$ cat src/include/sd_init_config.svh
`ifndef SD_INIT_CONFIG_SVH
`define SD_INIT_CONFIG_SVH

// idle ex_clk cycles between the end of one exchange and the next request
`define SD_CMD_GAP_CYCLES 8

// ex_clk cycles allowed after cmd_done before the response must begin
`define SD_RESP_TIMEOUT 64

// transfer-speed codes handed to the clock divider
// 0x48 selects the 400 kHz identification clock, 0x32 the 25 MHz clock
`define SD_SPEED_IDENT 8'h48
`define SD_SPEED_FAST 8'h32

// R1 card status error bits
// out of range through cc error, csd overwrite, wp erase skip, ake seq error
`define SD_R1_ERR_MASK 32'hFDF9_8008

// R6 status field error bits
// com crc, illegal command, general error, ake seq error
`define SD_R6_ERR_MASK 16'hE008

// OCR voltage window, 2.7 V to 3.6 V
`define SD_OCR_VOLT_LSB 15
`define SD_OCR_VOLT_MSB 23

`endif

$ cat src/design/sd_init_pkg.sv
package sd_init_pkg;

    // identification sequencer states
    typedef enum logic [3:0] {
        S_SLOW_CLK,
        S_CMD0,
        S_CMD55,
        S_ACMD41,
        S_CMD2,
        S_CMD3,
        S_FAST_CLK,
        S_STANDBY,
        S_ERROR,
        S_INACTIVE
    } sd_state_t;

    typedef logic [5:0] cmd_index_t;

    // GO_IDLE_STATE
    localparam cmd_index_t CMD0 = 6'd0;
    // ALL_SEND_CID
    localparam cmd_index_t CMD2 = 6'd2;
    // SEND_RELATIVE_ADDR
    localparam cmd_index_t CMD3 = 6'd3;
    // APP_CMD
    localparam cmd_index_t CMD55 = 6'd55;
    // SD_SEND_OP_COND, only valid after CMD55
    localparam cmd_index_t ACMD41 = 6'd41;

    // command content as the transmitter sends it, index in the upper bits
    typedef struct packed {
        cmd_index_t  index;
        logic [31:0] arg;
    } cmd_frame_t;

    typedef enum logic [2:0] {
        NONE,
        R1,
        R2,
        R3,
        R6
    } resp_kind_t;

    typedef enum logic [1:0] {
        OK,
        BUSY,
        BAD,
        NO_VOLT
    } verdict_t;

endpackage

$ cat src/design/sd_resp_checker.sv
`timescale 1ns/10ps

`include "sd_init_config.svh"

module sd_resp_checker
    import sd_init_pkg::*;
(
    input  logic         ex_clk,
    input  logic         reset,
    input  resp_kind_t   resp_kind,
    input  cmd_index_t   expected_index,
    input  logic         resp_done,
    input  logic         resp_crc_err,
    input  logic [126:0] resp_data,
    input  logic [31:0]  host_ocr,
    output logic         verdict_valid,
    output verdict_t     verdict
);

    cmd_index_t  echo_index;
    logic [31:0] payload;
    logic        index_bad;
    logic        volt_match;
    verdict_t    verdict_d;

    // short responses carry the echoed index above a 32-bit payload
    assign echo_index = resp_data[37:32];
    assign payload    = resp_data[31:0];
    assign index_bad  = (echo_index != expected_index);

    // at least one common voltage step between card and host
    assign volt_match = |(payload[`SD_OCR_VOLT_MSB:`SD_OCR_VOLT_LSB] &
                          host_ocr[`SD_OCR_VOLT_MSB:`SD_OCR_VOLT_LSB]);

    always_comb begin
        verdict_d = OK;
        case (resp_kind)
            R1: begin
                if (resp_crc_err || index_bad || |(payload & `SD_R1_ERR_MASK)) begin
                    verdict_d = BAD;
                end
            end
            R3: begin
                // R3 has no valid crc and a reserved index field
                if (!volt_match) begin
                    verdict_d = NO_VOLT;
                end else if (!payload[31]) begin
                    // power-up not finished yet
                    verdict_d = BUSY;
                end
            end
            R2: begin
                if (resp_crc_err) begin
                    verdict_d = BAD;
                end
            end
            R6: begin
                // low half of the R6 payload is the condensed card status
                if (resp_crc_err || index_bad || |(payload[15:0] & `SD_R6_ERR_MASK)) begin
                    verdict_d = BAD;
                end
            end
            default: begin
                verdict_d = OK;
            end
        endcase
    end

    always_ff @(posedge ex_clk or posedge reset) begin
        if (reset) begin
            verdict_valid <= 1'b0;
            verdict       <= OK;
        end else begin
            verdict_valid <= resp_done;
            if (resp_done) begin
                verdict <= verdict_d;
            end
        end
    end

endmodule

$ cat src/design/sd_cmd_issuer.sv
`timescale 1ns/10ps

`include "sd_init_config.svh"

module sd_cmd_issuer
    import sd_init_pkg::*;
(
    input  logic       ex_clk,
    input  logic       reset,
    input  logic       issue,
    input  cmd_frame_t next_frame,
    input  logic       cmd_busy,
    input  logic       cmd_done,
    input  logic       resp_started,
    input  logic       resp_done,
    input  logic       verdict_valid,
    output logic       cmd_valid,
    output cmd_frame_t cmd_frame,
    output logic       issuer_ready,
    output logic       sent,
    output logic       resp_timeout,
    output cmd_index_t expected_index
);

    localparam int GAP_W = $clog2(`SD_CMD_GAP_CYCLES + 1);
    localparam int TO_W  = $clog2(`SD_RESP_TIMEOUT + 1);

    cmd_frame_t       frame_q;
    logic             pending;
    logic [GAP_W-1:0] gap_cnt;
    logic             watching;
    logic [TO_W-1:0]  to_cnt;
    logic             accept;
    logic             no_resp;
    logic             end_evt;

    assign issuer_ready   = !pending && (gap_cnt == '0);
    assign accept         = issue && issuer_ready;
    assign no_resp        = (frame_q.index == CMD0);
    assign sent           = pending && cmd_done;
    assign resp_timeout   = watching && (to_cnt == TO_W'(`SD_RESP_TIMEOUT));
    // exchange is over at cmd_done for CMD0, otherwise at verdict or timeout
    assign end_evt        = pending && ((sent && no_resp) || verdict_valid || resp_timeout);
    assign cmd_frame      = frame_q;
    assign expected_index = frame_q.index;

    always_ff @(posedge ex_clk) begin
        if (accept) begin
            frame_q <= next_frame;
        end
    end

    always_ff @(posedge ex_clk or posedge reset) begin
        if (reset) begin
            cmd_valid <= 1'b0;
            pending   <= 1'b0;
            gap_cnt   <= '0;
            watching  <= 1'b0;
            to_cnt    <= '0;
        end else begin
            // transmitter handshake
            if (accept) begin
                cmd_valid <= 1'b1;
            end else if (cmd_valid && cmd_busy) begin
                cmd_valid <= 1'b0;
            end

            // ready returns SD_CMD_GAP_CYCLES cycles after the ending event
            if (accept) begin
                pending <= 1'b1;
            end else if (end_evt) begin
                pending <= 1'b0;
                gap_cnt <= GAP_W'(`SD_CMD_GAP_CYCLES - 1);
            end else if (gap_cnt != '0) begin
                gap_cnt <= gap_cnt - 1'b1;
            end

            // response watch, stopped for good by any receiver activity
            if (sent && !no_resp) begin
                watching <= 1'b1;
                to_cnt   <= TO_W'(1);
            end else if (resp_started || resp_done || resp_timeout) begin
                watching <= 1'b0;
            end else if (watching) begin
                to_cnt <= to_cnt + 1'b1;
            end
        end
    end

endmodule

$ cat src/design/sd_init_seq.sv
`timescale 1ns/10ps

`include "sd_init_config.svh"

module sd_init_seq
    import sd_init_pkg::*;
(
    input  logic        ex_clk,
    input  logic        reset,
    input  logic        card_detect,
    input  logic [31:0] host_ocr,
    input  logic        clk_ok,
    input  logic        clk_err,
    input  logic        issuer_ready,
    input  logic        sent,
    input  logic        resp_timeout,
    input  logic        verdict_valid,
    input  verdict_t    verdict,
    output logic        clk_req,
    output logic [7:0]  clk_speed,
    output logic        issue,
    output cmd_frame_t  next_frame,
    output resp_kind_t  resp_kind,
    output logic        cid_load,
    output logic        rca_load,
    output sd_state_t   state,
    output logic        init_done,
    output logic        init_error,
    output logic        card_inactive
);

    sd_state_t state_nxt;
    logic      cmd_state;
    logic      verdict_ok;
    logic      err_seen;

    assign verdict_ok = verdict_valid && (verdict == OK);

    // clock divider request, slow clock only once a card is present
    assign clk_req   = (state == S_FAST_CLK) || ((state == S_SLOW_CLK) && card_detect);
    assign clk_speed = (state == S_FAST_CLK) ? `SD_SPEED_FAST : `SD_SPEED_IDENT;

    // issuer_ready stays low from the issue until after the state has moved on,
    // so one pulse per command state
    assign cmd_state = (state == S_CMD0) || (state == S_CMD55) || (state == S_ACMD41) ||
                       (state == S_CMD2) || (state == S_CMD3);
    assign issue     = cmd_state && issuer_ready;

    always_comb begin
        next_frame = '{index: CMD0, arg: 32'h0};
        resp_kind  = NONE;
        case (state)
            S_CMD55: begin
                // rca is still zero during identification
                next_frame = '{index: CMD55, arg: {16'h0000, 16'h0000}};
                resp_kind  = R1;
            end
            S_ACMD41: begin
                next_frame = '{index: ACMD41, arg: {1'b0, host_ocr[30:0]}};
                resp_kind  = R3;
            end
            S_CMD2: begin
                next_frame = '{index: CMD2, arg: 32'h0};
                resp_kind  = R2;
            end
            S_CMD3: begin
                next_frame = '{index: CMD3, arg: 32'h0};
                resp_kind  = R6;
            end
            default: begin
                next_frame = '{index: CMD0, arg: 32'h0};
                resp_kind  = NONE;
            end
        endcase
    end

    // receiver keeps resp_data until the next response starts
    assign cid_load = (state == S_CMD2) && verdict_ok;
    assign rca_load = (state == S_CMD3) && verdict_ok;

    always_comb begin
        state_nxt = state;
        case (state)
            S_SLOW_CLK: begin
                if (card_detect && clk_ok) begin
                    state_nxt = S_CMD0;
                end else if (card_detect && clk_err) begin
                    state_nxt = S_ERROR;
                end
            end
            S_CMD0: begin
                // no response to CMD0
                if (sent) begin
                    state_nxt = S_CMD55;
                end
            end
            S_CMD55, S_CMD2, S_CMD3: begin
                if (resp_timeout) begin
                    state_nxt = S_ERROR;
                end else if (verdict_valid && verdict != OK) begin
                    state_nxt = S_ERROR;
                end else if (verdict_ok) begin
                    case (state)
                        S_CMD55: state_nxt = S_ACMD41;
                        S_CMD2:  state_nxt = S_CMD3;
                        default: state_nxt = S_FAST_CLK;
                    endcase
                end
            end
            S_ACMD41: begin
                if (resp_timeout) begin
                    state_nxt = S_ERROR;
                end else if (verdict_valid) begin
                    case (verdict)
                        OK:      state_nxt = S_CMD2;
                        BUSY:    state_nxt = S_CMD55;
                        NO_VOLT: state_nxt = S_INACTIVE;
                        default: state_nxt = S_ERROR;
                    endcase
                end
            end
            S_FAST_CLK: begin
                if (clk_ok) begin
                    state_nxt = S_STANDBY;
                end else if (clk_err) begin
                    state_nxt = S_ERROR;
                end
            end
            S_ERROR: begin
                state_nxt = S_INACTIVE;
            end
            S_STANDBY: begin
                state_nxt = S_STANDBY;
            end
            default: begin
                state_nxt = S_INACTIVE;
            end
        endcase
    end

    always_ff @(posedge ex_clk or posedge reset) begin
        if (reset) begin
            state    <= S_SLOW_CLK;
            err_seen <= 1'b0;
        end else begin
            state <= state_nxt;
            if (state == S_ERROR) begin
                err_seen <= 1'b1;
            end
        end
    end

    assign init_done     = (state == S_STANDBY);
    // error stays flagged once the card has fallen to inactive
    assign init_error    = (state == S_ERROR) || err_seen;
    assign card_inactive = (state == S_INACTIVE);

endmodule

$ cat src/design/sd_card_regs.sv
`timescale 1ns/10ps

module sd_card_regs (
    input  logic         ex_clk,
    input  logic         reset,
    input  logic         cid_load,
    input  logic         rca_load,
    input  logic [126:0] resp_data,
    output logic [126:0] cid,
    output logic [15:0]  rca,
    output logic [15:0]  card_status
);

    // card identification from the R2 response, crc bits already stripped
    always_ff @(posedge ex_clk or posedge reset) begin
        if (reset) begin
            cid <= '0;
        end else if (cid_load) begin
            cid <= resp_data;
        end
    end

    // R6 payload is new rca above the condensed status
    always_ff @(posedge ex_clk or posedge reset) begin
        if (reset) begin
            rca         <= 16'h0000;
            card_status <= 16'h0000;
        end else if (rca_load) begin
            rca         <= resp_data[31:16];
            card_status <= resp_data[15:0];
        end
    end

endmodule

$ cat src/design/sd_init_top.sv
`timescale 1ns/10ps

module sd_init_top
    import sd_init_pkg::*;
(
    input  logic         ex_clk,
    input  logic         reset,
    input  logic         card_detect,
    input  logic [31:0]  host_ocr,
    // command transmitter
    output logic         cmd_valid,
    output cmd_frame_t   cmd_frame,
    input  logic         cmd_busy,
    input  logic         cmd_done,
    // response receiver
    output resp_kind_t   resp_kind,
    input  logic         resp_started,
    input  logic         resp_done,
    input  logic         resp_crc_err,
    input  logic [126:0] resp_data,
    // clock divider
    output logic         clk_req,
    output logic [7:0]   clk_speed,
    input  logic         clk_ok,
    input  logic         clk_err,
    // status
    output sd_state_t    state,
    output logic [126:0] cid,
    output logic [15:0]  rca,
    output logic [15:0]  card_status,
    output logic         init_done,
    output logic         init_error,
    output logic         card_inactive
);

    logic       issue;
    cmd_frame_t next_frame;
    logic       issuer_ready;
    logic       sent;
    logic       resp_timeout;
    cmd_index_t expected_index;
    logic       verdict_valid;
    verdict_t   verdict;
    logic       cid_load;
    logic       rca_load;

    sd_resp_checker u_checker (
        .ex_clk         (ex_clk),
        .reset          (reset),
        .resp_kind      (resp_kind),
        .expected_index (expected_index),
        .resp_done      (resp_done),
        .resp_crc_err   (resp_crc_err),
        .resp_data      (resp_data),
        .host_ocr       (host_ocr),
        .verdict_valid  (verdict_valid),
        .verdict        (verdict)
    );

    sd_init_seq u_seq (
        .ex_clk        (ex_clk),
        .reset         (reset),
        .card_detect   (card_detect),
        .host_ocr      (host_ocr),
        .clk_ok        (clk_ok),
        .clk_err       (clk_err),
        .issuer_ready  (issuer_ready),
        .sent          (sent),
        .resp_timeout  (resp_timeout),
        .verdict_valid (verdict_valid),
        .verdict       (verdict),
        .clk_req       (clk_req),
        .clk_speed     (clk_speed),
        .issue         (issue),
        .next_frame    (next_frame),
        .resp_kind     (resp_kind),
        .cid_load      (cid_load),
        .rca_load      (rca_load),
        .state         (state),
        .init_done     (init_done),
        .init_error    (init_error),
        .card_inactive (card_inactive)
    );

    sd_cmd_issuer u_issuer (
        .ex_clk         (ex_clk),
        .reset          (reset),
        .issue          (issue),
        .next_frame     (next_frame),
        .cmd_busy       (cmd_busy),
        .cmd_done       (cmd_done),
        .resp_started   (resp_started),
        .resp_done      (resp_done),
        .verdict_valid  (verdict_valid),
        .cmd_valid      (cmd_valid),
        .cmd_frame      (cmd_frame),
        .issuer_ready   (issuer_ready),
        .sent           (sent),
        .resp_timeout   (resp_timeout),
        .expected_index (expected_index)
    );

    sd_card_regs u_regs (
        .ex_clk      (ex_clk),
        .reset       (reset),
        .cid_load    (cid_load),
        .rca_load    (rca_load),
        .resp_data   (resp_data),
        .cid         (cid),
        .rca         (rca),
        .card_status (card_status)
    );

endmodule

$ cat config.mk
export PLATFORM = sky130hd
export DESIGN_NAME = sd_init_top
export DESIGN_NICKNAME = d
export VERILOG_FILES = /design/src/design/sd_init_pkg.sv /design/src/design/sd_resp_checker.sv /design/src/design/sd_cmd_issuer.sv /design/src/design/sd_init_seq.sv /design/src/design/sd_card_regs.sv /design/src/design/sd_init_top.sv
export VERILOG_INCLUDE_DIRS = /design/src /design/src/include
export SDC_FILE = /design/constraint.sdc
export NUM_CORES = 1
export LEC_CHECK = 0
export ABC_AREA = 1
export BUFFER_PORTS_ARGS = -buffer_cell sky130_fd_sc_hd__buf_4
export CAP_MARGIN = 10
export CORE_MARGIN = 1.5
export CORE_UTILIZATION = 44
export DETAILED_ROUTE_END_ITERATION = 10
export GPL_TIMING_DRIVEN = 1
export PLACE_DENSITY = 0.84
export SYNTH_ARGS = -nofsm -noshare
export SYNTH_HDL_FRONTEND = slang
export SYNTH_HIERARCHICAL = 1
export SYNTH_SLANG_ARGS = --single-unit
$ cat constraint.sdc
create_clock -name ex_clk -period 5.5 [get_ports ex_clk]
set_input_delay 1.1 -clock ex_clk [delete_from_list [all_inputs] [get_ports ex_clk]]
set_output_delay 1.1 -clock ex_clk [all_outputs]
set_load 0.02 [all_outputs]
==> run metrics, run 1 <==
# fillers 1697; Slew Viols, Final 0; Die W 149 um; Hold Path Class reg -> reg; post-layout min period 3.35 ns; required time of the critical path 4.40 ns; ys async rst share 82.6%; Site Rows 53; placed cell area 12300 sq um; Mapped Area 9320 sq um; crit share post-route 60.9%; initial antenna violation count 3; # clock sinks 219; VDD IR max 0.000228 V; Placed Cells incl. Taps 1712; EDFF count, synth 38; I/O pin total 386; first-pass GRT wire length 43700 um; post-route cell area 13100 sq um; P_sw 0.760 mW; Post-CTS Hold Buffers 0; Area growth, synth to finish 40.4%; maxcap violations 0; slew at the pin closest to its max-slew limit 1.10 ns; critical path peak fanout 32; hold_sp u_regs/cid[119]$_DFFE_PP0P_; Final GP Congestion 0.924; commonest cells in the synthesized netlist nand2_1, dfrtp_1, nor2_1; ANT nets after route 0; Setup Skew 0.0117 ns; Gate power share 6.7%; die height 149 um; Placement Setup Slack 2.66 ns; worst slew margin relative to its limit 26.6%; clk buf depth 3; via density per instance 4.87; worst setup margin 2.15 ns; routed via count 8548; DRT Wirelength 29000 um; clk_lat worst skew 0.50 ns; kind of critical path reg -> out; DP Wirelength 21200 um; die area 22100 sq um; clock group share of total power 45.4%; DR WL/cell 16.5 um; total track usage 25.4%; Int Pwr 2.74 mW; Mean Syn Cell Area 8.48 sq um; Final setup viols 0; synth unique cells 30; setup_tns 0 ns; Layout Cells excl Fill 1757; Reg2Reg Launch Point u_seq/state[0]$_DFFE_PP0P_; worst reg2reg setup slack 2.70 ns; layout cells sized above 1 31.1%; ys flop type dfrtp_1; # port buffers 381; count leader, synth nand2_1; CTS tree built; CTS H-tree depth 1; sequential fraction of design power 47.9%; Post-Syn Instances 1099; Pre-antenna DRT Iters 5; synth warn 6; Core ar. 20900 sq um; RSZ-0062 raised after global routing false; Lkg Pwr 6.55 nW; #FFs+latches synth 219; dominant cells by area after synthesis dfrtp_1, nand2_1, edfxtp_1, nor2_1, inv_1; outcome complete, no violations; Post-CTS Setup Bufs 0; critical path arrival 2.25 ns; total power 3.51 mW; NumNets Final 1636; clk slew on worst S/H paths 0.06 ns; sequential element share of the synthesized area 60.8%; Critical path origin u_seq/state[3]$_DFFE_PP0P_; Yosys top cell by area dfrtp_1; largest net degree at the start of global routing 75; Clock Tree Root clkbuf_16; Sw Share 21.7%; GR Overflow Total 0; CP Capture Type output port; Initial DRC Count 561; CP startpoint kind flip-flop; # DRC 0; f_max 299 MHz; Initial Util 44.6%; CTS-repair resized insts 0; vias in the first global route 8441; cts bufs inserted 24; final hold violations 0; top-area cell type share of the netlist area 48.6%; PD cells 268 nW/um^2
-- per-stage QoR --
step	hold slack [ns]	util (%)
floorplan	0.443	-
global placement	0.449	58.9
detailed placement	0.459	58.9
CTS	0.475	62.6
global route	0.489	62.7
finish	0.472	62.7
-- per-layer routing --
metal	up-vias	global-route usage, %	share of wire, %
met5	-	0	0
met4	0	13.7	5.5
met3	92	6.29	8.7
met2	388	45.0	50
met1	4033	28.0	36
li1	4035	-	-
-- logic make-up after synthesis --
group                      count (synthesis)  share of synthesized area [%]
AOI/OAI and AO/OA                         18                           1.15
xor gates and xnor gates                   5                          0.470
adders and majority gates                  4                          0.537
buffers and inverters                    139                           6.83
DFF                                      219                           60.8
other                                      1                         0.0402
and+or+nand+nor                          713                           30.1
-- registers in the layout, summed over array words and instances, names as in the netlist --
register	flops
u_issuer/cmd_valid	1
u_issuer/watching	1
u_regs/cid	127
u_checker/verdict	2
u_regs/card_status	16
u_issuer/pending	1
u_seq/err_seen	1
u_issuer/to_cnt	7
u_issuer/cmd_frame	32
u_regs/rca	16
u_issuer/gap_cnt	4
u_seq/state	4
u_issuer/expected_index	6
u_checker/verdict_valid	1
-- final timing paths --
check,to,depth (start not counted)
max,resp_kind[1],6
min,u_regs/cid[119]$_DFFE_PP0P_,2
max reg2reg,u_regs/cid[40]$_DFFE_PP0P_,7
min reg2reg,u_regs/cid[119]$_DFFE_PP0P_,2
max in group asynchronous,u_regs/cid[72]$_DFFE_PP0P_,3
min in group asynchronous,u_checker/verdict[1]$_DFFE_PP0P_,2
-- worst max-delay path, stage by stage, from the launching register on --
cell	delay, ns
dfrtp_1	0.51
nor2_2	0.11
nand2_2	0.13
nor2_4	0.06
inv_2	0.45
nand2_1	0.25
buf_4	0.24
-- layout make-up --
cell class	instances	area, sq um	area share [%]
flip-flops and latches	219	5670	43.3
multi-input cells	744	3040	23.2
repair buffers	388	2910	22.2
clock buffers	36	729	5.57
well taps	275	344	2.63
inverters	86	330	2.52
clock inverters	6	60.1	0.459
diodes	3	7.51	0.0573
-- power by group through the flow --
stage	Combinational, mW	Clock (mW)	Sequential [mW]
final	0.235	1.59	1.68
after global routing	0.270	1.70	1.68
after CTS	0.237	1.62	1.68
after detailed placement	0.234	0	1.71
after global placement	0.226	0	1.71
after floorplan	0.105	0	1.71
-- cells in the final DEF, fill, tap and decap left out, types with 4 or more instances in the layout --
cell type,n
nor2_1,78
inv_1,72
clkbuf_16,27
ha_1,4
buf_4,388
o21ai_0,9
inv_2,11
dfrtp_1,181
conb_1,4
nand2_1,578
clkbuf_1,7
nand3_1,31
nor2_2,7
nand2_2,4
edfxtp_1,38
No activity file was read; power rests on OpenSTA's default activity.
==> run 2, diff against run 1 <==
- ABC_AREA: 1 -> 0
- CORE_AREA: not set -> 2 2 148 150
- CORE_MARGIN: 1.5 -> not set
- CORE_UTILIZATION: 44 -> not set
- DIE_AREA: not set -> 0 0 150 152
- clock period: 5.5 -> 2.8 ns (I/O delays scaled with it)
==> run 2 against run 1 <==
  * Setup slack got worse by 2.0 ns
  * Critical path depth fell by 2
  * Via count shrank 23%
  * Largest power group unchanged
  * Critical endpoint is now resp_kind[2]
  * First-iteration DRC count is 32% lower
==> run metrics, run 2 <==
NumNets Final 1180 (-28%); max FFs per register 127 (unchanged); Pre-antenna DRT Iters 7 (+2); sequential element share of the synthesized area 61.3% (+0.49 points); largest register by flop count u_regs/cid; via density per instance 5.05 (+3.9%); wire length on met2 13200 um (-9.1%); CTS tree built; #FFs+latches synth 219 (unchanged); # port buffers 381 (unchanged); Clock Tree Root clkbuf_16; PD cells 566 nW/um^2 (+110%); DR WL/cell 19.9 um (+20%); most frequent cells in the layout buf_4, dfrtp_1, mux2_2; required time of the critical path 2.24 ns (-2.16 ns); Yosys top cell by area dfrtp_1; Placement Setup Slack 0.491 ns (-2.16 ns); synth unique cells 68 (+130%); RSZ-0062 raised after global routing false; layout cells sized above 1 60.3% (+29 points); Post-Syn Instances 620 (-44%); VDD IR max 0.000495 V (+120%); CTS H-tree depth 1 (unchanged); xor/xnor share of the synthesized area 1.43% (+0.96 points); # clock sinks 219 (unchanged); clock group share of total power 44.4% (-1.0 points); Mapped Area 9250 sq um (-0.81%); ANT nets after route 0 (unchanged); outcome complete, no violations; Sw Share 23.9% (+2.2 points); commonest non-fill, non-tap cell in the layout buf_4; worst setup margin 0.139 ns (-2.01 ns); # DRC 0 (unchanged); Compound-Gate Fraction of Synth Area 4.22% (+3.1 points); Hold Path Class in -> reg; DP Wirelength 19400 um (-8.2%); first-pass GRT wire length 39400 um (-9.9%); Final GP Congestion 0.856 (-7.3%); Core ar. 21400 sq um (+2.2%); largest net degree at the start of global routing 127 (+69%); vias in the first global route 6978 (-17%); count leader, synth dfrtp_1; routed via count 6601 (-23%); EDFF count, synth 38 (unchanged); Die W 150 um (+0.97%); diode count 0 (-3); DR top layer met4; Initial DRC Count 380 (-32%); Initial Util 43.3% (-1.3 points); post-layout min period 2.66 ns; clk slew on worst S/H paths 0.06 ns (about the same); area share of and/or/nand/nor cells after synthesis 7.77% (-22 points); Synth Area in Adders 0.541% (+0.0044 points); clk_lat worst skew 0.52 ns (+0.02 ns); DRT Wirelength 25900 um (-10%); Area growth, synth to finish 43.4%; CP startpoint kind flip-flop; Site Rows 54 (+1.9%); Mean Syn Cell Area 14.9 sq um (+76%); Int Pwr 5.71 mW (+110%); clk buf depth 3 (unchanged); final hold violations 0 (unchanged); Placed Cells incl. Taps 1259 (-26%); met3 wire length 2070 um (-18%); f_max 376 MHz; main combinational cell family by area after synthesis multiplexers; I/O pin total 386 (unchanged); critical path peak fanout 16 (-50%); total track usage 22.3% (-3.1 points); kind of critical path reg -> out; R2R depth 7 (unchanged); Gate power share 10.4% (+3.7 points); Final setup viols 0 (unchanged); top-area cell type share of the netlist area 49.0% (+0.39 points); setup_tns 0 ns (unchanged); worst slew margin relative to its limit 49.8% (+23 points); Setup Skew 0.00614 ns (-0.00557 ns); slew at the pin closest to its max-slew limit 0.753 ns (-0.347 ns); synth warn 6 (unchanged); hold_ws 0.228 ns (-0.244 ns); ys flop type dfrtp_1; Layout Cells excl Fill 1306 (-26%); critical path arrival 2.10 ns (-0.15 ns); P_sw 1.79 mW (+140%); initial antenna violation count 0 (-3); worst hold path stage count 1 (-1); CP Capture Type output port; Util after Layout 62.1% (-0.56 points); commonest cells in the synthesized netlist dfrtp_1, mux2_2, edfxtp_1; cts bufs inserted 25 (+4.2%); die area 22800 sq um (+3.3%); Lkg Pwr 6.71 nW (+2.4%); sequential fraction of design power 45.3% (-2.6 points); GR Overflow Total 0 (unchanged); die height 152 um (+2.3%); dominant cells by area after synthesis dfrtp_1, mux2_2, edfxtp_1, mux2_4, and2_1; DRT met1 WL 9840 um (-4.7%); crit share post-route 95.0%; mux cell area share after synthesis 21.0% (+21 points); ys async rst share 82.6% (unchanged); Slew Viols, Final 0 (unchanged); maxcap violations 0 (unchanged)
-- run 2: cell count changes in the layout (fill, tap and decap cells not counted), sizes merged, moves of 6 or more --
cell,change
buf,+10
a21o,+6
and2,+35
nand2b,+6
nand2,-571
nor4,+9
mux2,+161
nand3,-33
o21ai,-6
inv,-72
nor2,-66
-- run 2: cell type report --
| cell class | count | area, sq um |
|---|---|---|
| fillers | 1626 | 8090 |
| clock buffers | 34 | 689 |
| well taps | 280 | 350 |
| repair buffers | 399 | 3070 |
| clock inverters | 12 | 158 |
| flip-flops and latches | 219 | 5670 |
| multi-input cells | 348 | 3260 |
| inverters | 14 | 56.3 |
-- run 2: power by group through the flow --
stage / logic [mW] / clock network, mW / registers [mW]
after floorplan: 0.395 / 0 / 3.46
after global placement: 0.753 / 0 / 3.45
after detailed placement: 0.778 / 0 / 3.45
after CTS: 0.782 / 3.41 / 3.39
after global routing: 0.849 / 3.55 / 3.40
final: 0.777 / 3.33 / 3.40
-- run 2: critical path, cell delays in order, from the launching register on --
cell	delay [ns]
dfrtp_1	0.64
nand2b_1	0.31
nor2_1	0.27
buf_4	0.20
buf_4	0.15
-- run 2: cell families (layout without fill, tap and decap cells) --
group           Yosys count  after routing
flops                   219            219
other cells               1              4
compound gates           45             45
xor+xnor                 13             13
fa+ha+maj                 4              4
simple gates            120            120
mux                     162            162
buf+inv                  56            459
-- run 2: timing repair --
action | in CTS | in global routing
resized for setup | 0 | 2
endpoints found under the setup margin | 0 | 2
buffers inserted | 0 | 0
hold buffers | 1 | 0
endpoints found under the hold margin | 8 | 0
-- run 2: final timing paths --
kind                                                     end                            start  slack [ns]
min reg2reg                       u_seq/err_seen$_DFFE_PP0P_       u_seq/err_seen$_DFFE_PP0P_        0.47
min                        u_checker/verdict_valid$_DFF_PP0_                        resp_done        0.23
max                                             resp_kind[2]       u_seq/state[0]$_DFFE_PP0P_        0.14
max reg2reg                  u_issuer/cmd_frame[8]$_DFFE_PP_  u_issuer/gap_cnt[0]$_DFFE_PP0P_        0.48
max in group asynchronous         u_regs/cid[29]$_DFFE_PP0P_                            reset        1.40
min in group asynchronous   u_checker/verdict[1]$_DFFE_PP0P_                            reset        0.54
-- run 2: routing by layer --
layer | up-vias | track usage (%)
li1 | 2970 | -
met1 | 3270 | 27.2
met2 | 305 | 38.7
met3 | 56 | 5.08
met4 | 0 | 7.82
met5 | - | 0
-- run 2: metrics by stage --
stage                     instance area (sq um)  total power [mW]
after floorplan                            9260              3.85
after global placement                    12400              4.20
after detailed placement                  12400              4.23
after CTS                                 13300              7.58
after global routing                      13300              7.80
final                                     13300              7.50
